==> config.mk <==
export PLATFORM = sky130hd
export DESIGN_NAME = mem_addr_map
export DESIGN_NICKNAME = d
export VERILOG_FILES = /design/src/hw/main_mem_pkg.sv /design/src/hw/mem_addr_map.sv
export SDC_FILE = /design/constraint.sdc
export NUM_CORES = 1
export LEC_CHECK = 0
export BUFFER_PORTS_ARGS = -buffer_cell sky130_fd_sc_hd__buf_2
export CELL_PAD_IN_SITES_DETAIL_PLACEMENT = 0
export CELL_PAD_IN_SITES_GLOBAL_PLACEMENT = 1
export CORE_ASPECT_RATIO = 1.75
export CORE_MARGIN = 4
export CORE_UTILIZATION = 34
export DETAILED_ROUTE_END_ITERATION = 10
export PLACE_DENSITY_LB_ADDON = 0.1
export SLEW_MARGIN = 20
export SYNTH_ARGS = -nofsm -noshare
export SYNTH_HDL_FRONTEND = slang
export SYNTH_SLANG_ARGS = --single-unit
==> constraint.sdc <==
create_clock -name vclk -period 4.8
set_input_delay 0.96 -clock vclk [all_inputs]
set_output_delay 0.96 -clock vclk [all_outputs]
set_load 0.1 [all_outputs]
==> src/hw/main_mem_pkg.sv <==
`default_nettype none

package main_mem_pkg;

  ////////////////////////////////////////////////////////////////////////////
  // geometry
  ////////////////////////////////////////////////////////////////////////////

  localparam int NUM_BANKS   = 8;
  localparam int BANK_DEPTH  = 512;   // words per bank
  localparam int WORD_W      = 64;
  localparam int WORD_ADDR_W = 9;
  localparam int BANK_SEL_W  = 3;
  localparam int INDEX_W     = 14;    // linear element index on the ports

  ////////////////////////////////////////////////////////////////////////////
  // region layout, word offsets inside every bank
  ////////////////////////////////////////////////////////////////////////////

  localparam logic [WORD_ADDR_W-1:0] B_ROW_WORDS = 9'd336;
  localparam logic [WORD_ADDR_W-1:0] OFF_B       = 9'd0;
  localparam logic [WORD_ADDR_W-1:0] OFF_S       = OFF_B + B_ROW_WORDS;  // reserved
  localparam logic [WORD_ADDR_W-1:0] OFF_SSSTATE = OFF_S + 9'd84;
  localparam logic [WORD_ADDR_W-1:0] OFF_C       = OFF_SSSTATE + 9'd4;
  localparam logic [WORD_ADDR_W-1:0] OFF_RNG     = OFF_C + 9'd2;
  localparam logic [WORD_ADDR_W-1:0] OFF_SALT    = OFF_RNG + 9'd1;
  localparam logic [WORD_ADDR_W-1:0] OFF_SEEDSE  = OFF_SALT + 9'd1;
  localparam logic [WORD_ADDR_W-1:0] OFF_PKH     = OFF_SEEDSE + 9'd1;
  localparam logic [WORD_ADDR_W-1:0] OFF_U       = OFF_PKH + 9'd1;       // reserved
  localparam logic [WORD_ADDR_W-1:0] OFF_K       = OFF_U + 9'd1;

  // last valid index of each region
  localparam logic [INDEX_W-1:0] LAST_B_ROW   = 14'd3919;  // bank 7, word 335
  localparam logic [INDEX_W-1:0] LAST_C_ROW   = 14'd15;
  localparam logic [INDEX_W-1:0] LAST_SSSTATE = 14'd24;
  localparam logic [INDEX_W-1:0] LAST_RNG     = 14'd7;
  localparam logic [INDEX_W-1:0] LAST_SALT    = 14'd7;
  localparam logic [INDEX_W-1:0] LAST_SEEDSE  = 14'd7;
  localparam logic [INDEX_W-1:0] LAST_PKH     = 14'd3;
  localparam logic [INDEX_W-1:0] LAST_K       = 14'd3;

  typedef enum logic [3:0] {
    CMD_NONE,
    CMD_B_ROW,    // matrix B, row first
    CMD_C_ROW,    // matrix C, row first
    CMD_SSSTATE,
    CMD_RNG,
    CMD_SALT,
    CMD_SEEDSE,
    CMD_PKH,
    CMD_K
  } mem_cmd_e;

  typedef struct packed {
    logic                   en;
    logic [BANK_SEL_W-1:0]  bank;
    logic [WORD_ADDR_W-1:0] word;
  } bank_req_t;

endpackage

`default_nettype wire

==> src/hw/mem_addr_map.sv <==
`default_nettype none

module mem_addr_map import main_mem_pkg::*; (
  input  mem_cmd_e           i_cmd,
  input  logic [INDEX_W-1:0] i_index,
  output bank_req_t          o_req,
  output logic [INDEX_W-1:0] o_next,
  output logic               o_last
);

  logic                   is_b_row;
  logic                   is_c_row;
  logic                   is_cell;
  logic                   hit;
  logic                   b_wrap;
  logic [WORD_ADDR_W-1:0] cell_off;
  logic [INDEX_W-1:0]     last_idx;
  logic [INDEX_W-1:0]     index_inc;

  assign is_b_row  = (i_cmd == CMD_B_ROW);
  assign is_c_row  = (i_cmd == CMD_C_ROW);
  assign hit       = is_b_row | is_c_row | is_cell;
  assign index_inc = i_index + 1'b1;
  assign b_wrap    = (i_index[WORD_ADDR_W-1:0] == B_ROW_WORDS - 9'd1);  // word 335

  ////////////////////////////////////////////////////////////////////////////
  // region decode
  ////////////////////////////////////////////////////////////////////////////

  always_comb begin
    is_cell  = 1'b1;
    cell_off = '0;
    last_idx = '0;
    case (i_cmd)
      CMD_B_ROW: begin
        is_cell  = 1'b0;
        last_idx = LAST_B_ROW;
      end
      CMD_C_ROW: begin
        is_cell  = 1'b0;
        last_idx = LAST_C_ROW;
      end
      CMD_SSSTATE: begin
        cell_off = OFF_SSSTATE;
        last_idx = LAST_SSSTATE;
      end
      CMD_RNG: begin
        cell_off = OFF_RNG;
        last_idx = LAST_RNG;
      end
      CMD_SALT: begin
        cell_off = OFF_SALT;
        last_idx = LAST_SALT;
      end
      CMD_SEEDSE: begin
        cell_off = OFF_SEEDSE;
        last_idx = LAST_SEEDSE;
      end
      CMD_PKH: begin
        cell_off = OFF_PKH;
        last_idx = LAST_PKH;
      end
      CMD_K: begin
        cell_off = OFF_K;
        last_idx = LAST_K;
      end
      default: begin
        is_cell = 1'b0;     // idle or unused code
      end
    endcase
  end

  ////////////////////////////////////////////////////////////////////////////
  // bank and word
  ////////////////////////////////////////////////////////////////////////////

  always_comb begin
    o_req    = '0;
    o_req.en = hit;
    if (is_b_row) begin
      o_req.bank = i_index[WORD_ADDR_W +: BANK_SEL_W];
      o_req.word = OFF_B + i_index[WORD_ADDR_W-1:0];
    end else if (is_c_row) begin
      // odd elements land one bank over
      o_req.bank = i_index[BANK_SEL_W:1] ^ {{(BANK_SEL_W-1){1'b0}}, i_index[0]};
      o_req.word = OFF_C + {{(WORD_ADDR_W-1){1'b0}}, i_index[0]};
    end else if (is_cell) begin
      o_req.bank = i_index[BANK_SEL_W-1:0];
      o_req.word = cell_off + i_index[BANK_SEL_W +: WORD_ADDR_W];
    end
  end

  assign o_next = !hit ? '0 :
                  (is_b_row && b_wrap) ?
                    {i_index[INDEX_W-1:WORD_ADDR_W] + 1'b1, {WORD_ADDR_W{1'b0}}} :
                    index_inc;

  assign o_last = hit && (i_index == last_idx);

endmodule

`default_nettype wire

==> flow_summary.ini, run 1 <==
[route]
dr.pass1.iters = 4
wl_met2_um = 2153
vias = 1403
drt-met1-wl_um = 1524
drt-total-wl_um = 3854
wl_met3_um = 155
top_layer = met4
drtIter0Drc = 37
ant_nets = 0
drc_errors = 0
routedWlPerCell_um = 15.00
viasPerCell = 5.459

[floorplan]
rows = 27
initial_core_util = 0.3524
core_area_mm2 = 0.003142
die_w_um = 51.14
ios = 46
die_y_um = 83.50
die_area_mm2 = 0.004270

[min_path]
hold_end = o_req[6]
hp-start = i_index[6]
hp-class = in2out
hold_depth = 4

[setup_path]
crit_path_cell_trace = buf_2 -> nor3_2 -> nand2_1 -> nand2_1 -> ha_1 -> inv_1 -> fa_1 -> nand2b_1 -> a21oi_1 -> o21bai_1 -> a21o_1 -> a31oi_4 -> buf_12
worstSetupPathType = in2out
arrival_ns = 3.43
cp_common_cell = nand2_1
worst-endpoint-required_ns = 3.84
start_kind = input pin
slowest_stage = fa_1
crit_fanout = 12
worst_setup_path_end_kind = output pin
worst_path_largest_cell_delay_ns = 0.37

[finish]
seqCellArea_um2 = 0
layout-drive-gt1-share = 0.2850
seq_cell_count = 0
syn_to_final_growth_pct = 33.33
nets = 243
final_core_util = 0.4699
diodes = 0
clockBufferCount = 0

[timing]
worst_slack_ns = 0.4091
relSlewSlack = 0.3331
fin_tns_setup_ns = 0
worst_pin_slew_ns = 0.9899
fin_crit_sh = 0.9148
min_period_ns = 4.391
slew_violations = 0
max_freq_mhz = 227.7
rsz0062_at_grt = false
setup_violations = 0
finalHoldViolCount = 0

[yosys]
synth_warnings = 0
syn_nets = 206
synth_cell_types = 45
synthCells = 179
synth_area_mm2 = 0.001107
syn_area_per_cell_um2 = 6.186
synth-seq-area-share = 0

[run]
drv_cap = 0

[status]
status = complete, no violations

[grt]
grt_pass1_wl_um = 6237
grt_max_degree = 20
antenna_found_initial = 0
grt_pass1_vias = 1297
grt.overflow.total = 0
grt_usage = 0.1807

[clock_network]
post_cts_buffers = 0
hold_buffers = 0

[pwr]
p_leak_nw = 0.6552
max-vdd-ir-drop_mv = 0.1445
cellPowerDensity_mw_per_mm2 = 210.6

[placed_design]
gp_congestion = 0.8527
post-place-ws_ns = 0.2654
detailed_place_hpwl_um = 3158
port_buffers = 46
power breakdown:
| part | leakage, nW | switching (W) | total (W) | internal [W] |
|---|---|---|---|---|
| Combinational | 0.655 | 0.000237 | 0.000311 | 0.0000737 |
| Sequential | 0 | 0 | 0 | 0 |
| Clock | 0 | 0 | 0 | 0 |
stage by stage:
stage | hold slack [ns] | instances | cell area [um^2] | total power [W]
after floorplan | 2.223 | 179 | 1175 | 0.0002472
final | 2.432 | 257 | 1476 | 0.0003110
after global placement | 2.426 | 257 | 1471 | 0.0003102
after global routing | 2.459 | 257 | 1476 | 0.0003267
after detailed placement | 2.434 | 257 | 1471 | 0.0003107
after CTS | 2.434 | 257 | 1471 | 0.0003115
layer usage:
metal / vias to the layer above / global-route usage
li1: 716 / -
met1: 645 / 0.2222
met2: 40 / 0.3467
met3: 2 / 0.007156
met4: 0 / 0.009804
met5: - / 0
synthesized netlist by cell type, drive strengths merged, types with 2 or more instances:
cell type / count / area [um^2]
nor2: 22 / 82.58
nand2b: 3 / 18.77
nand2: 17 / 63.81
and3: 3 / 18.77
nor4b: 2 / 32.53
o21ai: 14 / 73.82
a211oi: 3 / 22.52
a222oi: 3 / 30.03
clkbuf: 9 / 33.78
nand4: 4 / 25.02
nor2b: 3 / 18.77
ha: 8 / 100.1
nor4: 2 / 12.51
o211ai: 3 / 22.52
nand3: 7 / 35.03
xnor2: 9 / 78.83
xor2: 8 / 70.07
a31oi: 3 / 18.77
a21oi: 9 / 45.04
nor3b: 3 / 22.52
buf: 4 / 28.78
nor3: 9 / 45.04
inv: 12 / 45.04
a21o: 2 / 15.01
and2: 2 / 12.51
layout by cell type, fill, tap and decap left out, drive strengths merged, types with 4 or more instances in the layout:
cell   count
nand4      4
xor2       8
buf       48
nor2      22
nand2     17
inv       12
o21ai     14
xnor2      9
a21oi      9
ha         8
nor3       9
nand3      7
area by class of cell:
| type | count | area (um^2) |
|---|---|---|
| inverter | 12 | 45.04 |
| fill | 344 | 1665 |
| multi-input combinational | 154 | 1072 |
| tap | 43 | 53.80 |
| timing repair buffer | 48 | 305.3 |
worst max-delay path by stage:
| stage | start | end | slack (ns) | cells past startpoint |
|---|---|---|---|---|
| 2_1_floorplan | i_cmd[0] | o_req[7] | 0.03 | 10 |
| 3_3_place_gp | i_cmd[2] | o_req[8] | 0.35 | 11 |
| 3_5_place_dp | i_cmd[2] | o_req[8] | 0.27 | 13 |
| 4_1_cts | i_cmd[2] | o_req[8] | 0.26 | 13 |
| 5_1_grt | i_cmd[2] | o_req[8] | 0.17 | 13 |
| 6_report | i_cmd[2] | o_req[8] | 0.41 | 13 |
critical path: cells and delay by family:
family                   cells  cell delay (ns)
adder cells (fa/ha/maj)      2             0.53
buffers and inverters        3             0.42
AND/OR/NAND/NOR              4             0.79
AO/OA/AOI/OAI                4             0.71
cells by family after synthesis:
kind of cell | share of synthesized area
AOI/OAI and AO/OA | 0.2814
xor gates and xnor gates | 0.1345
adders and majority gates | 0.1085
buffers and inverters | 0.09717
and+or+nand+nor | 0.3785
repair_timing:
action	4_1_cts	5_1_grt
gates resized for setup	0	1
setup endpoints to repair	0	1
hold endpoints to repair	0	0
(Power assumes the default switching activity.)
==> inputs of run 2 (changes only) <==
--- a/config.mk
+++ b/config.mk
@@ -5,6 +5,7 @@
 export SDC_FILE = /design/constraint.sdc
 export NUM_CORES = 1
 export LEC_CHECK = 0
+export ABC_AREA = 1
 export BUFFER_PORTS_ARGS = -buffer_cell sky130_fd_sc_hd__buf_2
 export CELL_PAD_IN_SITES_DETAIL_PLACEMENT = 0
 export CELL_PAD_IN_SITES_GLOBAL_PLACEMENT = 1
==> flow_summary.ini, run 2 <==
[status]
status = complete, no violations

[floorplan]
initial_core_util = 0.3570
core_area_mm2 = 0.003701
rows = 29
die_w_um = 55.13
ios = 46
die_area_mm2 = 0.004987
die_y_um = 90.47

[pwr]
cellPowerDensity_mw_per_mm2 = 187.8
p_leak_nw = 0.8953
power.internal_w = 0.00005427
switchingPower_w = 0.0002375
combPwrFrac = 1.000
p_clk_frac = 0
netSwitchingFraction = 0.8140
power_w = 0.0002918
power_frac_seq = 0
max-vdd-ir-drop_mv = 0.1203

[finish]
seq_cell_count = 0
final_common_cell = nand2_1
nets = 316
finalNonFillerCells = 333
diodes = 0
layout-drive-gt1-share = 0.2300
syn_to_final_growth_pct = 17.61
final_core_util = 0.4199
seqCellArea_um2 = 0
mostFrequentLayoutCells = 71 x nand2_1, 46 x buf_2, 36 x inv_1
clockBufferCount = 0

[yosys]
synth_warnings = 0
yosys-top-cells-count = 71 x nand2_1, 36 x inv_1, 30 x nor2_1
syn_area_per_cell_um2 = 5.328
netlist.area_leader.share = 0.2017
yosysMostFrequentCell = nand2_1
synth_area_mm2 = 0.001321
ys_top_cells_by_area = nand2_1 20%, inv_1 10%, nand3_1 10%
synthCells = 248
synth-seq-area-share = 0
syn_nets = 275
synth_cell_types = 29
yosysTopAreaCell = nand2_1

[timing]
max_freq_mhz = 236.3
fin_tns_setup_ns = 0
relSlewSlack = 0.6748
slew_violations = 0
fin_crit_sh = 0.8817
setup_violations = 0
finalHoldViolCount = 0
rsz0062_at_grt = false
worst_slack_ns = 0.5677
worst_pin_slew_ns = 0.4912
min_period_ns = 4.232

[route]
drt-total-wl_um = 4760
top_layer = met4
vias = 1687
wl_met2_um = 2557
wl_met3_um = 206
ant_nets = 0
drc_errors = 0
drt-met1-wl_um = 1866
drtIter0Drc = 43
viasPerCell = 5.066
routedWlPerCell_um = 14.29
dr.pass1.iters = 5

[setup_path]
arrival_ns = 3.27
crit_fanout = 5
worst-endpoint-required_ns = 3.84
worst_setup_path_end_kind = output pin
worstSetupPathType = in2out
start_kind = input pin

[clock_network]
hold_buffers = 0
cts_resized = 0
post_cts_buffers = 0

[min_path]
hold_depth = 3
hp-class = in2out

[grt]
grt_pass1_wl_um = 7486
grt_pass1_vias = 1596
grt.overflow.total = 0
antenna_found_initial = 0
grt_max_degree = 11
grt_usage = 0.1932

[placed_design]
gp_congestion = 0.8388
post-place-ws_ns = 0.5644
detailed_place_hpwl_um = 4008
port_buffers = 46
place_inst = 333

[run]
drv_cap = 0
## run 2: changes by cell type after synthesis, moves of 7 or more
cell / before / now
nand3_1: 7 / 27
clkbuf_1: 9 / 0
nand2_1: 17 / 71
xnor2_1: 9 / 2
inv_1: 12 / 36
nor2_1: 22 / 30
## run 2: area by class of cell
cell class,instances,area (um^2)
Multi-Input combinational cell,202,1115
Timing Repair Buffer,46,230.2
Tap cell,46,57.56
Fill cell,480,2147
Inverter,39,151.4
## run 2: per-layer routing
| metal | track usage | up-vias |
|---|---|---|
| met5 | 0 | - |
| met4 | 0.04260 | 0 |
| met3 | 0.004959 | 8 |
| met2 | 0.3676 | 51 |
| met1 | 0.2197 | 751 |
| li1 | - | 877 |
## run 2: cell families (layout without fill, tap and decap cells)
logic type               Yosys count  after routing  synth area share
AO/OA/AOI/OAI                     29             29            0.1231
AND/OR/NAND/NOR                  155            155            0.5701
XOR/XNOR                           9              9           0.05966
adder cells (fa/ha/maj)            9              9           0.09091
buffers and inverters             46             85            0.1562
## run 2: critical path, cell delays in order
cell and delay, ns:
buf_2 0.15, nor2_4 0.16, nand3_2 0.12, nand2_4 0.13
inv_1 0.08, nor2_1 0.13, inv_1 0.08, fa_1 0.39
inv_1 0.09, nand3_1 0.07, nand2_1 0.13, nand2_1 0.09
nand3_1 0.07, nand2_1 0.05, a21oi_1 0.13, buf_2 0.45
## run 2: power groups by stage
stage               clock network, W  registers (W)  logic, W
floorplan                          0              0  0.000240
global placement                   0              0  0.000293
detailed placement                 0              0  0.000292
CTS                                0              0  0.000293
global route                       0              0  0.000309
finish                             0              0  0.000292
## run 2: stage by stage
stage	cell area, um^2	hold WS, ns
after floorplan	1321	2.255
after global placement	1554	2.357
after detailed placement	1554	2.364
after CTS	1554	2.366
after global routing	1554	2.385
final	1554	2.363
## run 2: worst paths after layout
kind	startpoint	to	slack [ns]
worst max-delay path	i_cmd[0]	o_req[8]	0.57
worst min-delay path	i_index[0]	o_next[0]	2.36
